==> config.mk <==
export PLATFORM = sky130hd
export DESIGN_NAME = sep_unit
export DESIGN_NICKNAME = d
export VERILOG_FILES = /design/src/design/fastica_pkg.sv /design/src/design/sep_unit.sv
export SDC_FILE = /design/constraint.sdc
export NUM_CORES = 2
export LEC_CHECK = 0
export ABC_AREA = 1
export ABC_CLOCK_PERIOD_IN_PS = 7600
export BUFFER_PORTS_ARGS = -buffer_cell sky130_fd_sc_hd__buf_2
export CAP_MARGIN = 5
export CORE_MARGIN = 2
export CORE_UTILIZATION = 47
export CTS_BUF_LIST = sky130_fd_sc_hd__clkbuf_2
export DETAILED_ROUTE_END_ITERATION = 12
export PLACE_DENSITY = 0.61
export SETUP_SLACK_MARGIN = 0.4
export SKIP_LAST_GASP = 1
export SLEW_MARGIN = 20
export SYNTH_ARGS = -nofsm -noshare
export SYNTH_HDL_FRONTEND = slang
export SYNTH_SLANG_ARGS = --single-unit
export TNS_END_PERCENT = 5
==> constraint.sdc <==
create_clock -name clk_fastica -period 7.6 [get_ports clk_fastica]
set_clock_uncertainty 0.2 [all_clocks]
set_input_delay 1.52 -clock clk_fastica [delete_from_list [all_inputs] [get_ports clk_fastica]]
set_output_delay 1.52 -clock clk_fastica [all_outputs]
set_load 0.005 [all_outputs]
==> src/design/fastica_pkg.sv <==
`default_nettype none

package fastica_pkg;

    // number format and block geometry
    localparam int frac_bits   = 8;
    localparam int n_samples   = 16;
    localparam int n_log2      = 4;
    localparam int result_base = 16;

    // iteration control
    localparam int err_tol    = 4;
    localparam int max_iter   = 8;
    localparam int sep_cycles = 128;

    typedef logic signed [15:0] coef_t;
    typedef logic        [4:0]  addr_t;
    typedef logic signed [39:0] acc_t;
    typedef logic        [3:0]  iter_t;

    // one store word, either a mixed sample or a separated pair
    typedef struct packed {
        coef_t ch0;
        coef_t ch1;
    } sample_t;

    typedef struct packed {
        coef_t w00;
        coef_t w01;
        coef_t w10;
        coef_t w11;
    } weight_mat_t;

    typedef struct packed {
        logic    req;
        logic    we;
        addr_t   addr;
        sample_t wdata;
    } mem_req_t;

    typedef enum logic [3:0] {
        init,
        delay,
        orth_delay,
        make_orth,
        norm_div,
        fast_ica,
        error_delay,
        error_calc,
        mul1,
        mem1
    } fsm_state_t;

    // clamp a wide intermediate to one Q8.8 word
    function automatic coef_t sat_coef(acc_t v);
        if (v > 32767) begin
            return 16'sh7fff;
        end
        if (v < -32768) begin
            return 16'sh8000;
        end
        return coef_t'(v);
    endfunction

    function automatic acc_t abs_acc(acc_t v);
        return (v < 0) ? -v : v;
    endfunction

    // row of W times a sample, back in Q8.8 scale
    function automatic acc_t dot_q8(coef_t a, coef_t b, sample_t x);
        return (acc_t'(a) * acc_t'(x.ch0) + acc_t'(b) * acc_t'(x.ch1)) >>> frac_bits;
    endfunction

endpackage

`default_nettype wire

==> src/design/sep_unit.sv <==
`timescale 1ns/1ns
`default_nettype none

module sep_unit (
    input  wire                          clk_fastica,
    input  wire                          go_fastica,
    input  wire                          en_mul1,
    input  wire                          en_mem1,
    input  wire fastica_pkg::weight_mat_t w,
    input  wire fastica_pkg::sample_t     rdata,
    output fastica_pkg::mem_req_t         sep_req
);
    import fastica_pkg::*;

    logic [1:0]      ph;
    logic [n_log2:0] n;
    weight_mat_t     wl;
    sample_t         res_q;

    // per sample: read, compute, write back
    always_comb begin
        sep_req = '0;
        if (en_mem1 && !n[n_log2]) begin
            if (ph == 2'd0) begin
                sep_req.req  = 1'b1;
                sep_req.addr = addr_t'(n);
            end else if (ph == 2'd2) begin
                sep_req.req   = 1'b1;
                sep_req.we    = 1'b1;
                sep_req.addr  = addr_t'(result_base + n);
                sep_req.wdata = res_q;
            end
        end
    end

    always_ff @(posedge clk_fastica or negedge go_fastica) begin
        if (!go_fastica) begin
            ph <= 2'd0;
            n  <= '0;
        end else if (!en_mem1) begin
            ph <= 2'd0;
            n  <= '0;
        end else if (!n[n_log2]) begin
            // idle once all samples are written
            ph <= (ph == 2'd2) ? 2'd0 : ph + 2'd1;
            if (ph == 2'd2) begin
                n <= n + 1'b1;
            end
        end
    end

    always_ff @(posedge clk_fastica) begin
        if (en_mul1 && !en_mem1) begin
            wl <= w;
        end
        if (ph == 2'd1) begin
            res_q.ch0 <= sat_coef(dot_q8(wl.w00, wl.w01, rdata));
            res_q.ch1 <= sat_coef(dot_q8(wl.w10, wl.w11, rdata));
        end
    end

endmodule

`default_nettype wire

==> out/results.txt <==
Max clock buf depth: 2
initial core utilization: 47.5%
Vias: 35500
Final min period: 7.83 ns
Fmax: 128 MHz
placed cell count: 7390
critical path arrival: 8.34 ns
Final Net Count: 7709
Die Ht: 317 µm
total global-route track usage: 29.5%
Synth area leader: fa_1
Worst Tran Pin Value: 0.905 ns
H-tree Lvls: 3
Slowest cell on crit path: fa_2
Fillers: 9100
failing checks: negative setup slack
Slew headroom: 39.7%
Core Region: 0.0970 mm²
syn_area_per_cell: 8.20 µm²
Cells after Synth: 5623
path type of the worst setup path: input pin to flip-flop
Final Cell Area: 0.0538 mm²
RSZ-0062 raised after global routing: true
Post-Syn Area: 0.0461 mm²
initial antenna violation count: 5
CTS Sinks: 103
post-cts hold buffer count: 0
status: finished with violations
Worst setup EP type: flip-flop
crit start category: input pin
Ys Warns: 0
IO Pins: 139
Clk Latency, worst-skew pair: 0.93 ns
Hold Crit Class: input pin to async pin
routability cong.: 0.978
share of cells above drive strength 1: 15.5%
HPWL after DPL: 125000 µm
total grt overflow: 0
drt first pass iters: 5
wire per inst: 18.9 µm
total CTS buffers: 9
post-DR vias/cell: 4.77
number of DRC markers in iteration 0: 2167
Min Hold Slack: 0.155 ns
Routed WL: 141000 µm
Die X: 317 µm
final setup violating endpoints: 31
vias in the first global route: 38700
Synth cell types: 39
Root Buffer: clkbuf_2
first-pass GRT wire length: 220000 µm
largest net degree at the start of global routing: 56
most frequent CP cell: fa_1
DIE AREA: 0.101 mm²
dpl cell area: 0.0526 mm²
DRT antenna net count: 0
row count: 114
Seq/Total Area, Yosys: 6.63%
port buffer count: 138
fin crit share: 103%
clock-pin slew on the worst setup and hold paths: 0.33 ns
remaining routing DRC violations: 0
slowest stage delay, CP: 0.59 ns
Synth top area share: 50.6%
final worst-path setup slack: -0.233 ns
post-route insts no fill: 7435
endpoints failing hold: 0
top cells by area, synth: fa_1 51%, inv_1 16%, nand2_1 11%
Post-Syn Nets: 7180
Max-Cap Viols: 0
CTS tree: done
Max FO, Critical Path: 12
Worst EP required: 8.11 ns
Max Slew Vio Count: 0
final core utilization: 55.5%
P&R area growth vs syn: 16.7%
FF+latch count, synth: 103
==> placed cells by master, fill, tap and decap left out, drive strengths merged <==
cell,instances
a211oi,1
a21o,4
a21oi,57
a31oi,6
and2,2
and3,5
buf,706
bufbuf,2
bufinv,1
clkbuf,15
clkinv,4
clkinvlp,1
dfrtp,7
diode,2
edfxtp,96
fa,1166
ha,291
inv,2004
nand2,1410
nand2b,1
nand3,44
nand3b,2
nand4,11
nor2,160
nor3,7
nor4,3
o21ai,34
o21bai,10
o22ai,1
o2bb2ai,1
o31ai,2
or2,41
xnor2,27
xor2,35
==> final timing paths <==
path	from	endpoint	slack [ns]	depth (start not counted)
setup / recovery	rdata[31]	res_q[0]$_SDFFCE_PN1N_	-0.23	34
hold / removal	go_fastica	ph[0]$_DFFE_PN0P_	0.16	1
setup reg to reg	wl[15]$_DFFE_PP_	res_q[3]$_SDFFCE_PN1N_	-0.13	31
hold reg to reg	ph[1]$_DFFE_PN0P_	ph[0]$_DFFE_PN0P_	0.37	1
max in group asynchronous	go_fastica	n[3]$_DFFE_PN0P_	6.89	1
min in group clk_fastica	ph[1]$_DFFE_PN0P_	ph[0]$_DFFE_PN0P_	0.37	1
==> area by class of cell <==
type / count / area [µm²] / area share [%]
multi-input combinational: 3321 / 35600 / 66.2
clock inverter: 5 / 56.3 / 0.105
tap: 1276 / 1600 / 2.97
sequential: 103 / 3060 / 5.68
clock buffer: 11 / 55.1 / 0.102
antenna: 2 / 5.00 / 0.00930
inverter: 2005 / 7530 / 14.0
timing repair buffer: 712 / 5900 / 11.0
==> worst max-delay path, delay by kind of cell <==
family / cells / cell delay [ns]
buffers and inverters: 11 / 0.94
and+or+nand+nor: 14 / 1.53
adders and majority gates: 9 / 4.33
==> metal layers <==
layer	vias to the layer above	track usage (%)	wire length [µm]
li1	16400	-	-
met1	18000	34.0	52100
met2	833	54.1	73400
met3	260	2.78	5320
met4	0	15.9	9750
met5	-	0	0
==> synth_stat cells <==
master	instances
clkinv_1	1
or2_2	41
xnor2_1	27
and3_1	5
and2_1	2
ha_1	291
buf_6	2
nand3b_1	2
o22ai_1	1
nand4_1	11
a21o_1	4
buf_4	2
inv_1	2003
clkbuf_1	191
nand3_1	44
nor4_1	3
o21bai_2	1
o21ai_0	32
o2bb2ai_1	1
o21ai_2	1
a21oi_2	1
fa_1	1166
nand2b_1	1
nand2_1	1396
o21ai_1	1
a31oi_1	6
nor3_1	7
dfrtp_1	7
nand2_2	10
inv_2	1
a211oi_1	1
buf_1	1
edfxtp_1	96
nor2_1	160
buf_2	2
a21oi_1	56
o21bai_1	9
o31ai_1	2
xor2_1	35
==> registers in the layout (all words and copies together), names as in the netlist <==
| name | flops |
|---|---|
| wl | 64 |
| res_q | 32 |
| n | 5 |
| ph | 2 |
==> through the flow <==
stage,setup WS [ns],setup TNS [ns]
after floorplan,-0.615,-17.48
after global placement,-1.47,-44.27
after detailed placement,-1.50,-45.39
after CTS,-0.170,-4.34
after global routing,-0.512,-13.92
final,-0.233,-5.82
==> kinds of logic (layout without fill, tap and decap cells) <==
group / Yosys count / after routing / share of synthesized area (%)
AOI/OAI and AO/OA: 116 / 116 / 1.40
xor gates and xnor gates: 62 / 62 / 1.18
adders and majority gates: 1457 / 1457 / 58.5
buffers and inverters: 2203 / 2733 / 18.0
DFF: 103 / 103 / 6.63
other: 0 / 2 / 0
and+or+nand+nor: 1682 / 1686 / 14.2
==> what timing repair did <==
| action | 4_1_cts | 5_1_grt |
|---|---|---|
| pin swaps | 45 | 56 |
| setup buffers | 12 | 8 |
| cloned | 4 | 2 |
| gates resized for setup | 74 | 126 |
| endpoints found under the setup margin | 32 | 32 |
Power is left out: the tool's default activity adds up to more than one toggle a clock period on the data nets, which glitch-free logic cannot reach.
