<file path="src/design/fastica_pkg.sv">
`default_nettype none

package fastica_pkg;

    // number format and block geometry
    localparam int frac_bits   = 8;
    localparam int n_samples   = 16;
    localparam int n_log2      = 4;
    localparam int result_base = 16;

    // iteration control
    localparam int err_tol    = 4;
    localparam int max_iter   = 8;
    localparam int sep_cycles = 128;

    typedef logic signed [15:0] coef_t;
    typedef logic        [4:0]  addr_t;
    typedef logic signed [39:0] acc_t;
    typedef logic        [3:0]  iter_t;

    // one store word, either a mixed sample or a separated pair
    typedef struct packed {
        coef_t ch0;
        coef_t ch1;
    } sample_t;

    typedef struct packed {
        coef_t w00;
        coef_t w01;
        coef_t w10;
        coef_t w11;
    } weight_mat_t;

    typedef struct packed {
        logic    req;
        logic    we;
        addr_t   addr;
        sample_t wdata;
    } mem_req_t;

    typedef enum logic [3:0] {
        init,
        delay,
        orth_delay,
        make_orth,
        norm_div,
        fast_ica,
        error_delay,
        error_calc,
        mul1,
        mem1
    } fsm_state_t;

    // clamp a wide intermediate to one Q8.8 word
    function automatic coef_t sat_coef(acc_t v);
        if (v > 32767) begin
            return 16'sh7fff;
        end
        if (v < -32768) begin
            return 16'sh8000;
        end
        return coef_t'(v);
    endfunction

    function automatic acc_t abs_acc(acc_t v);
        return (v < 0) ? -v : v;
    endfunction

    // row of W times a sample, back in Q8.8 scale
    function automatic acc_t dot_q8(coef_t a, coef_t b, sample_t x);
        return (acc_t'(a) * acc_t'(x.ch0) + acc_t'(b) * acc_t'(x.ch1)) >>> frac_bits;
    endfunction

endpackage

`default_nettype wire

</file>
<file path="src/design/fastica_controller.sv">
`timescale 1ns/1ns
`default_nettype none

module fastica_controller (
    input  wire  clk_fastica,
    input  wire  go_fastica,
    input  wire  start,
    input  wire  symm_busy,
    input  wire  fast_busy,
    input  wire  is_converge,
    output logic fastica_busy,
    output logic go_symm,
    output logic en_norm,
    output logic go_fast,
    output logic en_error,
    output logic err_clear,
    output logic en_mul1,
    output logic en_mem1,
    output logic done
);
    import fastica_pkg::*;

    fsm_state_t state;
    logic [6:0] clk_cnt;

    // per-state enables
    always_comb begin
        go_symm      = 1'b0;
        en_norm      = 1'b0;
        go_fast      = 1'b0;
        en_error     = 1'b0;
        err_clear    = 1'b0;
        en_mul1      = 1'b0;
        en_mem1      = 1'b0;
        done         = 1'b0;
        fastica_busy = !(state inside {init, delay, orth_delay});
        case (state)
            orth_delay: begin
                err_clear = 1'b1;
            end
            make_orth: begin
                go_symm = 1'b1;
            end
            norm_div: begin
                en_norm = 1'b1;
            end
            fast_ica: begin
                go_fast = 1'b1;
            end
            error_delay, error_calc: begin
                en_error = 1'b1;
            end
            mul1: begin
                en_mul1 = 1'b1;
            end
            mem1: begin
                en_mul1 = 1'b1;
                en_mem1 = 1'b1;
                // last cycle of the separation window
                done    = (clk_cnt == sep_cycles - 1);
            end
            default: begin
            end
        endcase
    end

    always_ff @(posedge clk_fastica or negedge go_fastica) begin
        if (!go_fastica) begin
            state <= init;
        end else begin
            case (state)
                init: begin
                    if (start) begin
                        state <= delay;
                    end
                end
                delay: begin
                    state <= orth_delay;
                end
                orth_delay: begin
                    if (clk_cnt == 7'd4) begin
                        state <= make_orth;
                    end
                end
                make_orth: begin
                    if (!symm_busy && (clk_cnt == 7'd0)) begin
                        state <= norm_div;
                    end
                end
                norm_div: begin
                    state <= fast_ica;
                end
                fast_ica: begin
                    if (!fast_busy && (clk_cnt == 7'd0)) begin
                        state <= error_delay;
                    end
                end
                error_delay: begin
                    state <= error_calc;
                end
                error_calc: begin
                    // counter enters at 1 from error_delay
                    if (is_converge) begin
                        state <= mul1;
                    end else if (clk_cnt == 7'd5) begin
                        state <= make_orth;
                    end
                end
                mul1: begin
                    state <= mem1;
                end
                mem1: begin
                    if (clk_cnt == sep_cycles - 1) begin
                        state <= init;
                    end
                end
                default: begin
                    state <= init;
                end
            endcase
        end
    end

    always_ff @(posedge clk_fastica or negedge go_fastica) begin
        if (!go_fastica) begin
            clk_cnt <= 7'd0;
        end else begin
            case (state)
                mem1, orth_delay, norm_div, error_delay, error_calc: begin
                    clk_cnt <= clk_cnt + 7'd1;
                end
                default: begin
                    clk_cnt <= 7'd0;
                end
            endcase
        end
    end

endmodule

`default_nettype wire

</file>
<file path="config.mk">
export PLATFORM = sky130hd
export DESIGN_NAME = fastica_controller
export DESIGN_NICKNAME = d
export VERILOG_FILES = /design/src/design/fastica_pkg.sv /design/src/design/fastica_controller.sv
export SDC_FILE = /design/constraint.sdc
export NUM_CORES = 1
export LEC_CHECK = 0
export ABC_AREA = 1
export ABC_CLOCK_PERIOD_IN_PS = 2890
export BUFFER_PORTS_ARGS = -buffer_cell sky130_fd_sc_hd__buf_2
export CORE_MARGIN = 5
export CORE_UTILIZATION = 48
export CTS_CLUSTER_SIZE = 30
export DETAILED_ROUTE_END_ITERATION = 10
export GPL_ROUTABILITY_DRIVEN = 0
export MAX_ROUTING_LAYER = met4
export PLACE_DENSITY = 0.69
export SETUP_SLACK_MARGIN = 0.4
export SLEW_MARGIN = 25
export SYNTH_ARGS = -nofsm -noshare
export SYNTH_HDL_FRONTEND = slang
export SYNTH_SLANG_ARGS = --single-unit
</file>
<file path="constraint.sdc">
create_clock -name clk_fastica -period 2.89 [get_ports clk_fastica]
set_clock_uncertainty 0.05 [all_clocks]
set_input_delay 0.1445 -clock clk_fastica [delete_from_list [all_inputs] [get_ports clk_fastica]]
set_output_delay 0.1445 -clock clk_fastica [all_outputs]
set_load 0.01 [all_outputs]
</file>
==> flow_summary_export.csv <==
group,metric,value,unit
placement,port-buffer-count,14,
placement,hpwl,1.43,mm
clocking,numCtsBuffers,3,
final_layout,final_cell_mix,"nand2_1 (27), inv_1 (23), nor2_1 (21)",
synth,async_flop_share,100,%
clocking,htree_levels,1,
global_routing,grt_max_degree,12,
power_and_ir_drop,ir_worst_vdd,303,uV
placement,dpl_worst_slack,1.33,ns
synth,synth_area,807,sq um
synth,yosysTopAreaCellShare,34.1,%
final_layout,layout_commonest_cell,"nand2_1",
sta,setup_tns,0,ns
floorplan,io_pins,15,
global_routing,grt_pass1_vias,696,
global_routing,antenna_found_initial,0,
sta,hold_slack,0.111,ns
synth,synth_seq_cells,11,
floorplan,initial_core_util,51.8,%
critical_path,crit_type,"reg -> out",
synth,synth.distinct_cells,19,
sta,finalCritPeriodShare,58.0,%
final_layout,multiInputGateArea,445,sq um
sta,tightest_slew,0.423,ns
route,drt-wirelength-per-cell,11.3,um
sta,layout_min_cycle_time,1.68,ns
floorplan,die_x,51.0,um
clocking,clk_path_buf_depth,2,
sta,clock.fmax,597,MHz
critical_path,cp.arrival,1.48,ns
placement,placed_area,897,sq um
critical_path,end_kind,"output port",
global_routing,grt.overflow.total,0,
critical_path,crit_fanout,5,
synth,syn_nets,128,
sta,finalSetupViolCount,0,
route,ant_nets,0,
synth,ys_warn_count,0,
power_and_ir_drop,pwr_density_cell,282,nW/um^2
final_layout,nFillCells,145,
sta,slew_headroom,71.6,%
route,drt-pass1-iter-count,4,
global_routing,grt_use_total,15.9,%
run,drv_cap,0,
clocking,cts_tree,"done",
sta,fin_ws,1.21,ns
synth,synth-main-ff-cell,"dfrtp_1",
outcome,status,"complete, no violations",
final_layout,nets,148,
route,detail_route.vias_per_cell,5.18,
critical_path,startpoint_type,"flip-flop",
power_and_ir_drop,p_leak,0.503,nW
synth,synth_edf_count,0,
synth,synthTopCellsByArea,"dfrtp_1 (34%), nand2_1 (13%), inv_1 (11%)",
final_layout,final_area,933,sq um
final_layout,drive_gt1_share,18.1,%
route,drtIter0Drc,27,
final_layout,antenna_cells,0,
clocking,clock_latency,0.27,ns
synth,seq_area_frac_synth,34.1,%
floorplan,dieHeight,51.0,um
route,routed_wl,1.74,mm
route,drc,0,
sta,drv_slew,0,
clocking,clk_pin_slew,0.06,ns
synth,synth_area_leader_cell,"dfrtp_1",
final_layout,regArea,275,sq um
clocking,cts_root_buf,"clkbuf_4",
synth,syn_inst,119,
route,vias,798,
sta,hold_violations,0,
worst_hold_path,hold_path_class,"in -> reg",
sta,rsz0062_at_grt,"no",
floorplan,core_area,1560,sq um
floorplan,fp-row-count,14,
final_layout,area_growth,15.7,%
critical_path,critPathRequiredTime,2.70,ns
clocking,clock-sinks,11,
floorplan,die-area,2600,sq um
global_routing,grt_pass1_wl,3.02,mm
synth,syn_avg_cell_area,6.78,sq um
## metal layers
layer / vias to the layer above / routed length [um] / global-route usage, %
met4: 0 / 36 / 9.42
li1: 412 / - / -
met5: - / 0 / -
met3: 3 / 114 / 2.91
met2: 26 / 689 / 20.6
met1: 357 / 901 / 22.5
## path summary, 6_finish.rpt
path	cells past startpoint	startpoint	slack, ns	end
worst max-delay path	4	clk_cnt[0]$_DFF_PN0_	1.21	done
worst min register to register	2	state[0]$_DFFE_PN0P_	0.47	state[0]$_DFFE_PN0P_
max in group asynchronous	2	go_fastica	2.37	state[1]$_DFFE_PN0P_
min in group asynchronous	2	go_fastica	0.22	clk_cnt[1]$_DFF_PN0_
worst max register to register	8	clk_cnt[0]$_DFF_PN0_	1.31	state[0]$_DFFE_PN0P_
worst min-delay path	3	is_converge	0.11	state[3]$_DFFE_PN0P_
## repair_timing
item / in CTS / in global routing
buffers inserted: 0 / 0
hold buffers: 1 / 0
resized for setup: 0 / 0
endpoints found under the hold margin: 11 / 0
## critical path: stages, from the launching register on
cell	delay (ns)
dfrtp_1	0.43
ha_1	0.23
nand3_2	0.13
nor3_1	0.25
buf_2	0.17
## sequential cells by signal, summed over array words and instances, names as in the netlist
signal   cells
state        4
clk_cnt      7
## where the power goes
group | internal, mW | total [mW] | switching (mW)
Combinational | 0.00356 | 0.00812 | 0.00456
Sequential | 0.154 | 0.154 | 0
Clock | 0.0534 | 0.101 | 0.0474
## synthesized netlist by cell type, types with 2 or more instances
master     n
a21oi_1    3
dfrtp_1   11
ha_1       3
inv_1     23
nand2_1   27
nand3_1   11
nand3_2    2
nor2_1    21
nor2_2     3
nor3_1     5
o211ai_1   2
## logic make-up (layout without fill, tap and decap cells)
| family | after synthesis | count (layout) | synth area share [%] |
|---|---|---|---|
| AO/OA/AOI/OAI | 10 | 10 | 9.30 |
| adder cells (fa/ha/maj) | 3 | 3 | 4.65 |
| buffers and inverters | 23 | 42 | 10.7 |
| flip-flops | 11 | 11 | 34.1 |
| AND/OR/NAND/NOR | 72 | 72 | 41.2 |
## metrics by stage
stage | power, mW | cells | utilization, %
CTS | 0.269 | 154 | 59.9
detailed placement | 0.164 | 149 | 57.5
global route | 0.281 | 154 | 59.9
finish | 0.263 | 154 | 59.9
global placement | 0.164 | 149 | 57.5
floorplan | 0.158 | 119 | -
## cell type report
cell class                      count  area share (%)
Timing Repair Buffer               15            8.58
Clock buffer                        4            2.82
Multi-Input combinational cell     85            47.7
Inverter                           23            9.25
Sequential cell                    11            29.5
Tap cell                           16            2.14
Note: power is estimated with default switching activity, not from simulation.
