**config.mk**
```make
export PLATFORM = sky130hd
export DESIGN_NAME = error_unit
export DESIGN_NICKNAME = d
export VERILOG_FILES = /design/src/design/fastica_pkg.sv /design/src/design/error_unit.sv
export SDC_FILE = /design/constraint.sdc
export NUM_CORES = 1
export LEC_CHECK = 0
export BUFFER_PORTS_ARGS = -buffer_cell sky130_fd_sc_hd__buf_4
export CAP_MARGIN = 20
export CORE_AREA = 2 2 177 179
export CTS_BUF_LIST = sky130_fd_sc_hd__clkbuf_2
export CTS_CLUSTER_SIZE = 14
export DETAILED_ROUTE_END_ITERATION = 10
export DIE_AREA = 0 0 179 181
export PLACE_DENSITY = 0.54
export SYNTH_ARGS = -nofsm -noshare
export SYNTH_HDL_FRONTEND = slang
export SYNTH_SLANG_ARGS = --single-unit
```
**constraint.sdc**
```tcl
create_clock -name clk_fastica -period 7.7 [get_ports clk_fastica]
set_clock_uncertainty 0.15 [all_clocks]
set_input_delay 1.54 -clock clk_fastica [delete_from_list [all_inputs] [get_ports clk_fastica]]
set_output_delay 1.54 -clock clk_fastica [all_outputs]
set_load 0.01 [all_outputs]
```
**src/design/fastica_pkg.sv**
```systemverilog
`default_nettype none

package fastica_pkg;

    // number format and block geometry
    localparam int frac_bits   = 8;
    localparam int n_samples   = 16;
    localparam int n_log2      = 4;
    localparam int result_base = 16;

    // iteration control
    localparam int err_tol    = 4;
    localparam int max_iter   = 8;
    localparam int sep_cycles = 128;

    typedef logic signed [15:0] coef_t;
    typedef logic        [4:0]  addr_t;
    typedef logic signed [39:0] acc_t;
    typedef logic        [3:0]  iter_t;

    // one store word, either a mixed sample or a separated pair
    typedef struct packed {
        coef_t ch0;
        coef_t ch1;
    } sample_t;

    typedef struct packed {
        coef_t w00;
        coef_t w01;
        coef_t w10;
        coef_t w11;
    } weight_mat_t;

    typedef struct packed {
        logic    req;
        logic    we;
        addr_t   addr;
        sample_t wdata;
    } mem_req_t;

    typedef enum logic [3:0] {
        init,
        delay,
        orth_delay,
        make_orth,
        norm_div,
        fast_ica,
        error_delay,
        error_calc,
        mul1,
        mem1
    } fsm_state_t;

    // clamp a wide intermediate to one Q8.8 word
    function automatic coef_t sat_coef(acc_t v);
        if (v > 32767) begin
            return 16'sh7fff;
        end
        if (v < -32768) begin
            return 16'sh8000;
        end
        return coef_t'(v);
    endfunction

    function automatic acc_t abs_acc(acc_t v);
        return (v < 0) ? -v : v;
    endfunction

    // row of W times a sample, back in Q8.8 scale
    function automatic acc_t dot_q8(coef_t a, coef_t b, sample_t x);
        return (acc_t'(a) * acc_t'(x.ch0) + acc_t'(b) * acc_t'(x.ch1)) >>> frac_bits;
    endfunction

endpackage

`default_nettype wire

```
**src/design/error_unit.sv**
```systemverilog
`timescale 1ns/1ns
`default_nettype none

module error_unit (
    input  wire                          clk_fastica,
    input  wire                          go_fastica,
    input  wire                          en_error,
    input  wire                          err_clear,
    input  wire fastica_pkg::weight_mat_t w,
    input  wire fastica_pkg::weight_mat_t w_new,
    input  wire                          wnew_valid,
    output logic                         is_converge,
    output fastica_pkg::iter_t            iterations
);
    import fastica_pkg::*;

    acc_t diff_sum;
    logic conv_q;

    // L1 distance between the old and the new W
    assign diff_sum = abs_acc(acc_t'(w_new.w00) - w.w00)
                    + abs_acc(acc_t'(w_new.w01) - w.w01)
                    + abs_acc(acc_t'(w_new.w10) - w.w10)
                    + abs_acc(acc_t'(w_new.w11) - w.w11);

    assign is_converge = conv_q & en_error;

    always_ff @(posedge clk_fastica or negedge go_fastica) begin
        if (!go_fastica) begin
            conv_q     <= 1'b0;
            iterations <= '0;
        end else if (err_clear) begin
            conv_q     <= 1'b0;
            iterations <= '0;
        end else if (wnew_valid) begin
            iterations <= iterations + 1'b1;
            // the cap also counts as converged
            conv_q     <= conv_q || (diff_sum < err_tol) || (iterations + 1 >= max_iter);
        end
    end

endmodule

`default_nettype wire

```
==> metrics.md, run 1 <==
| Metric | Value |
|---|---|
| Nets | 2,030 |
| DP Wirelength | 23,130 µm |
| CTS Buffer Depth | 2 |
| Avg Inst Size Synth | 7.345 µm² |
| Minimum clock period | 7.786 ns |
| DIE AREA | 32,400 µm² |
| RePlAce Congestion | 0.8896 |
| Synth Instances | 1,235 |
| Final worst slack | -0.08571 ns |
| Startpoint types | input pin |
| Initial core utilization | 0.2989 |
| Max Transition Viols Final | 0 |
| TritonCTS clock tree | yes |
| Crit Path Max Fanout | 4 |
| Achievable Freq | 128.4 MHz |
| Final number of setup-violating endpoints | 1 |
| Post-synthesis sequential area ratio | 0.01379 |
| Residual DRC | 0 |
| H-Tree Depth | 1 |
| Dpl ws | -0.7067 ns |
| Unrepaired setup endpoints after global routing | true |
| Maxcap violations | 0 |
| Ys flop type | dfrtp_1 |
| #FFs+latches synth | 5 |
| Actual slew at the worst max-slew pin | 0.5396 ns |
| CP max stage cell | fa_2 |
| Grt ovf | 0 |
| Run status | complete, but fails checks |
| CP endpoint kind | flip-flop |
| Synth warnings | 0 |
| Slew HR | 0.6365 |
| Final Util | 0.4414 |
| Leak | 6.746 nW |
| Synth async-reset ratio | 1.000 |
| Req. time, crit path | 7.72 ns |
| Final ANT Viol Nets | 0 |
| Arrival @ worst endpoint | 7.81 ns |
| TritonCTS Sinks | 5 |
| Mapped Area | 9071 µm² |
| Die span in x | 179 µm |
| Worst skew pair latency | 0.23 ns |
| Commonest cells after routing, fill and taps aside | buf_4, inv_1, ha_1 |
| Core area | 30,350 µm² |
| Endpoints failing hold | 0 |
| Number of global-route vias before repair | 10,142 |
| Initial drt markers | 367 |
| Worst reg-to-reg path cell count | 10 |
| IO Pins | 138 |
| Worst hold path type | flip-flop to flip-flop |
| Root buf cell | clkbuf_2 |
| Clk pin slew, worst setup/hold paths | 0.06 ns |
| WS Path Type | input pin to flip-flop |
| Via/cell ratio | 4.696 |
| Row cnt | 64 |
| WHS Path Cells | 2 |
| Share of post-route cells with drive strength above 1 | 0.2988 |
| Hold_ws | 0.4581 ns |
| Die height | 181 µm |
| Tcrit/Tclk final | 1.011 |
| DR WL/cell | 12.51 µm |
| Failing checks | negative setup slack |
| Slowest stage delay, CP | 0.58 ns |
| Vias | 9,875 |
| EDFF count, synth | 0 |
| Synth-to-Final Area Change | 47.67% |
| Commonest non-fill, non-tap cell in the layout | buf_4 |
| All-layer global routing usage | 0.1649 |
| Initial antenna violation count | 0 |
| Largest net degree at the start of global routing | 12 |
| Number of distinct library cells after synthesis | 79 |
| Port bufs | 137 |
| Pre-Repair DR Iteration Count | 5 |
| ANT cells | 0 |
| Wire length of the first global-routing pass | 45,570 µm |
| Pwr dens | 449.6 nW/µm² |
| Number of buffers created by CTS | 3 |
| VDD IR-drop max | 448.1 µV |
| Routed WL | 26,300 µm |
-- power breakdown --
group	total [W]	switching, W	internal (W)
registers	0.0000323	0.00000355	0.0000287
logic	0.00597	0.00292	0.00304
clock network	0.0000256	0.0000118	0.0000137
total	0.00602	0.00294	0.00308
-- synth_stat cells (10+ instances only) --
cell type,number,area share
inv_1,229,0.095
ha_1,107,0.15
a21oi_1,97,0.054
nor2_1,97,0.040
fa_1,82,0.18
xnor2_1,62,0.060
o21ai_0,61,0.034
nand2_1,59,0.024
xor2_1,45,0.043
nor3_1,32,0.018
o21a_1,24,0.020
nand3_1,23,0.013
nand2b_1,15,0.010
nor2b_1,15,0.010
o31ai_1,14,0.012
a31oi_1,13,0.0090
and2_1,13,0.0090
nand4_1,12,0.0083
o2111ai_1,12,0.012
a21o_1,11,0.0091
or2_2,11,0.0076
or3_1,11,0.0076
clkbuf_1,10,0.0041
nor4_1,10,0.0069
o31a_1,10,0.0097
-- cells by family (layout without fill, tap and decap cells) --
family / after synthesis / count (layout) / share of synthesized area
simple gates: 344 / 344 / 0.1946
compound gates: 332 / 332 / 0.2407
buf+inv: 245 / 631 / 0.1058
fa+ha+maj: 189 / 189 / 0.3286
xor+xnor: 107 / 107 / 0.1033
mux: 11 / 11 / 0.01241
flops: 5 / 5 / 0.01379
other cells: 2 / 88 / 0.0008279
-- critical path: cells and delay by family --
kind / cells / cell delay [ns]
XOR/XNOR: 1 / 0.17
AND/OR/NAND/NOR: 9 / 1.62
buffers and inverters: 8 / 0.63
adder cells (fa/ha/maj): 5 / 2.05
AO/OA/AOI/OAI: 10 / 1.77
-- final timing paths --
kind / startpoint / to / slack (ns)
worst max-delay path: w_new[32] / conv_q / -0.09
worst min-delay path: iterations[2] / iterations[2] / 0.46
worst max register to register: conv_q / conv_q / 4.87
worst min register to register: iterations[2] / iterations[2] / 0.46
max in group asynchronous: go_fastica / iterations[1] / 6.34
min in group asynchronous: go_fastica / iterations[0] / 0.95
-- what timing repair did --
action | CTS | global route
buffers inserted | 16 | 14
setup endpoints to repair | 1 | 1
resized for setup | 74 | 41
pin swaps | 66 | 64
hold buffers | 0 | 0
-- registers in the layout (all words and copies together), names as in the netlist --
| signal | cells |
|---|---|
| conv_q | 1 |
| iterations | 4 |
-- cell type report --
cell class,instances,area (µm²)
fillers,3151,16950
repair buffers,398,3010
flip-flops and latches,5,125.1
multi-input cells,1071,8882
inverters,229,862.1
well taps,396,495.5
clock buffers,4,20.02
-- stage by stage --
step / instance area (µm²) / power, W / TNS, ns / cells
detailed placement: 12600 / 0.005024 / -0.7067 / 2071
CTS: 13090 / 0.005577 / -0.1485 / 2090
finish: 13400 / 0.006023 / -0.08571 / 2103
floorplan: 9429 / 0.003108 / 0 / 1321
global route: 13400 / 0.006638 / -0.3303 / 2103
global placement: 12600 / 0.005003 / -0.5652 / 2071
-- per-layer routing --
metal	routed length, µm	vias to the layer above	global-route usage
li1	-	5128	-
met1	12260	4569	0.2200
met2	13060	156	0.2957
met3	549	22	0.006313
met4	432	0	0.02959
met5	0	-	0
No activity file was read; power rests on OpenSTA's default activity.
==> run 2, diff against run 1 <==
- ABC_AREA: default -> 1
- CORE_AREA: 2 2 177 179 -> 2 2 188 190
- DIE_AREA: 0 0 179 181 -> 0 0 190 192
==> metrics.md, run 2 <==
| Metric | Value |
|---|---|
| Endpoints failing hold | 0 (unchanged) |
| Initial core utilization | 0.2994 (was 0.2989) |
| Synth area leaders | nand2_1, fa_1, inv_1 (was fa_1, ha_1, inv_1) |
| Minimum clock period | 7.110 ns (was 7.786 ns) |
| Design Power | 0.004265 W (was 0.006023 W) |
| Pre-Repair DR Iteration Count | 5 (unchanged) |
| Pwr dens | 349.6 nW/µm² (was 449.6 nW/µm²) |
| Final Util | 0.3558 (was 0.4414) |
| Number of flip-flops under the largest register name | 4 (unchanged) |
| DR WL/cell | 11.10 µm (was 12.51 µm) |
| Crit Path Max Fanout | 5 (was 4) |
| Core area | 34,290 µm² (was 30,350 µm²) |
| Tcrit/Tclk final | 0.9234 (was 1.011) |
| Ys flop type | dfrtp_1 (unchanged) |
| WS Path Type | input pin to flip-flop (unchanged) |
| Die span in x | 190 µm (was 179 µm) |
| Area leader, netlist | nand2_1 (was fa_1) |
| Initial antenna violation count | 0 (unchanged) |
| Post-CTS Setup Bufs | 0 (was 16) |
| Leak | 7.340 nW (was 6.746 nW) |
| Arrival @ worst endpoint | 7.12 ns (was 7.81 ns) |
| Wire length of the first global-routing pass | 47,390 µm (was 45,570 µm) |
| DP Wirelength | 25,170 µm (was 23,130 µm) |
| Hold_buf cts | 0 (unchanged) |
| RePlAce Congestion | 0.8787 (was 0.8896) |
| Post-synthesis sequential area ratio | 0.01219 (was 0.01379) |
| Synth cell count leaders | nand2_1, inv_1, nor2_1 (was inv_1, ha_1, a21oi_1, nor2_1, fa_1) |
| CP max stage cell | fa_1 (was fa_2) |
| Largest register by flop count | iterations (unchanged) |
| ANT cells | 0 (unchanged) |
| Startpoint types | input pin (unchanged) |
| CTS Buffer Depth | 2 (unchanged) |
| EDFF count, synth | 0 (unchanged) |
| Slew HR | 0.6734 (was 0.6365) |
| CP endpoint kind | flip-flop (unchanged) |
| Fill cell count | 3,928 (was 3,151) |
| IO Pins | 138 (unchanged) |
| All-layer global routing usage | 0.1520 (was 0.1649) |
| Synth async-reset ratio | 1.000 (unchanged) |
| Synth-to-Final Area Change | 18.83% (was 47.67%) |
| TritonCTS clock tree | yes (unchanged) |
| Mapped Area | 10,270 µm² (was 9071 µm²) |
| Die height | 192 µm (was 181 µm) |
| Final number of setup-violating endpoints | 0 (was 1) |
| Number of buffers created by CTS | 3 (unchanged) |
| Commonest non-fill, non-tap cell in the layout | nand2_1 (was buf_4) |
| Placed Area | 12,180 µm² (was 12,600 µm²) |
| Max Transition Viols Final | 0 (unchanged) |
| Final setup TNS | 0 ns (was -0.08571 ns) |
| #FFs+latches synth | 5 (unchanged) |
| Number of global-route vias before repair | 10,684 (was 10,142) |
| Nets | 2,322 (was 2,030) |
| DIE AREA | 36,480 µm² (was 32,400 µm²) |
| Layout Cell Area excl Fill | 12,200 µm² (was 13,400 µm²) |
| Root buf cell | clkbuf_2 (unchanged) |
| Port bufs | 137 (unchanged) |
| Row cnt | 68 (was 64) |
| Final ANT Viol Nets | 0 (unchanged) |
| Grt ovf | 0 (unchanged) |
| Residual DRC | 0 (unchanged) |
| Avg Inst Size Synth | 5.787 µm² (was 7.345 µm²) |
| Cell mode on critical path | nand2_1 |
| Via/cell ratio | 4.419 (was 4.696) |
| Req. time, crit path | 7.70 ns (was 7.72 ns) |
| Largest net degree at the start of global routing | 16 (was 12) |
| Slowest stage delay, CP | 0.61 ns (was 0.58 ns) |
| Unrepaired setup endpoints after global routing | false (was true) |
| Largest regs | iterations x4, conv_q x1 (unchanged) |
| Run status | finished clean (was complete, but fails checks) |
| Top cell type's share of synthesized area | 0.1850 (was 0.1810) |
| Share of post-route cells with drive strength above 1 | 0.08704 (was 0.2988) |
| H-Tree Depth | 1 (unchanged) |
| Commonest cells after routing, fill and taps aside | nand2_1, inv_1, nor2_1 (was buf_4, inv_1, ha_1) |
| Actual slew at the worst max-slew pin | 0.4848 ns (was 0.5396 ns) |
| Worst hold path type | flip-flop to flip-flop (unchanged) |
| Vias | 10,843 (was 9,875) |
| Synth Instances | 1,774 (was 1,235) |
| Clk pin slew, worst setup/hold paths | 0.06 ns (about the same) |
| Number of distinct library cells after synthesis | 49 (was 79) |
| Routed WL | 27,250 µm (was 26,300 µm) |
| Post_cts resized | 0 (was 74) |
| Worst skew pair latency | 0.21 ns (was 0.23 ns) |
| Maxcap violations | 0 (unchanged) |
| Achievable Freq | 140.6 MHz (was 128.4 MHz) |
| Hold_ws | 0.3874 ns (was 0.4581 ns) |
| Cell with the most instances after synthesis | nand2_1 (was inv_1) |
| VDD IR-drop max | 272.0 µV (was 448.1 µV) |
| Synth warnings | 0 (unchanged) |
| TritonCTS Sinks | 5 (unchanged) |
| Initial drt markers | 453 (was 367) |
## run 2: cell count changes in the layout (fill, tap and decap cells not counted), moves of 15 or more
cell / delta
inv_1: +206
xnor2_1: -28
nand2_1: +447
nor2_1: +75
xor2_1: +17
o21a_1: -21
a21oi_1: +15
buf_4: -253
nand3_1: +82
nand2b_1: -15
## run 2: per-layer routing
layer	global-route usage	share of wire
met1	0.2018	0.48
met2	0.2871	0.50
met3	0.002741	0.020
met4	0.008348	0.0040
met5	0	0
## run 2: final timing paths
check / from / endpoint / slack, ns / cells past startpoint
max: w[37] / conv_q / 0.59 / 36
min: conv_q / conv_q / 0.39 / 2
max reg2reg: iterations[0] / conv_q / 6.28 / 7
min reg2reg: conv_q / conv_q / 0.39 / 2
max in group asynchronous: go_fastica / iterations[3] / 6.33 / 1
min in group asynchronous: go_fastica / iterations[0] / 0.96 / 1
## run 2: final cells by class
| cell class | count | area [µm²] | area share |
|---|---|---|---|
| clock buffer | 4 | 20.02 | 0.001641 |
| tap | 455 | 569.3 | 0.04667 |
| sequential | 5 | 125.1 | 0.01026 |
| timing repair buffer | 139 | 1044 | 0.08554 |
| inverter | 435 | 1633 | 0.1338 |
| multi-input combinational | 1416 | 8808 | 0.7221 |
## run 2: kinds of logic (layout without fill, tap and decap cells)
| kind of cell | Yosys count | after routing | synth area share |
|---|---|---|---|
| buf+inv | 439 | 578 | 0.1612 |
| flops | 5 | 5 | 0.01219 |
| compound gates | 187 | 187 | 0.1015 |
| xor+xnor | 92 | 92 | 0.08507 |
| fa+ha+maj | 189 | 189 | 0.2903 |
| simple gates | 860 | 860 | 0.3489 |
| other cells | 2 | 88 | 0.0007315 |
## run 2: worst max-delay path: cells and delay by family
family	cells	cell delay, ns
compound gates	6	1.09
buf+inv	6	0.58
simple gates	20	1.98
fa+ha+maj	4	1.92
## run 2: power by group
group | switching [W] | total [W] | internal, W | leakage (nW)
clock | 0.0000107 | 0.0000244 | 0.0000138 | 0.0166
combinational | 0.00272 | 0.00421 | 0.00149 | 7.26
sequential | 0.00000270 | 0.0000313 | 0.0000286 | 0.0676
total | 0.00273 | 0.00427 | 0.00153 | 7.34
## run 2: metrics by stage
step | setup slack (ns) | std cells
finish | 0.5898 | 2454
global route | 0.1604 | 2454
CTS | 0.5679 | 2454
detailed placement | 0.3434 | 2450
global placement | 0.3620 | 2450
floorplan | 1.334 | 1860
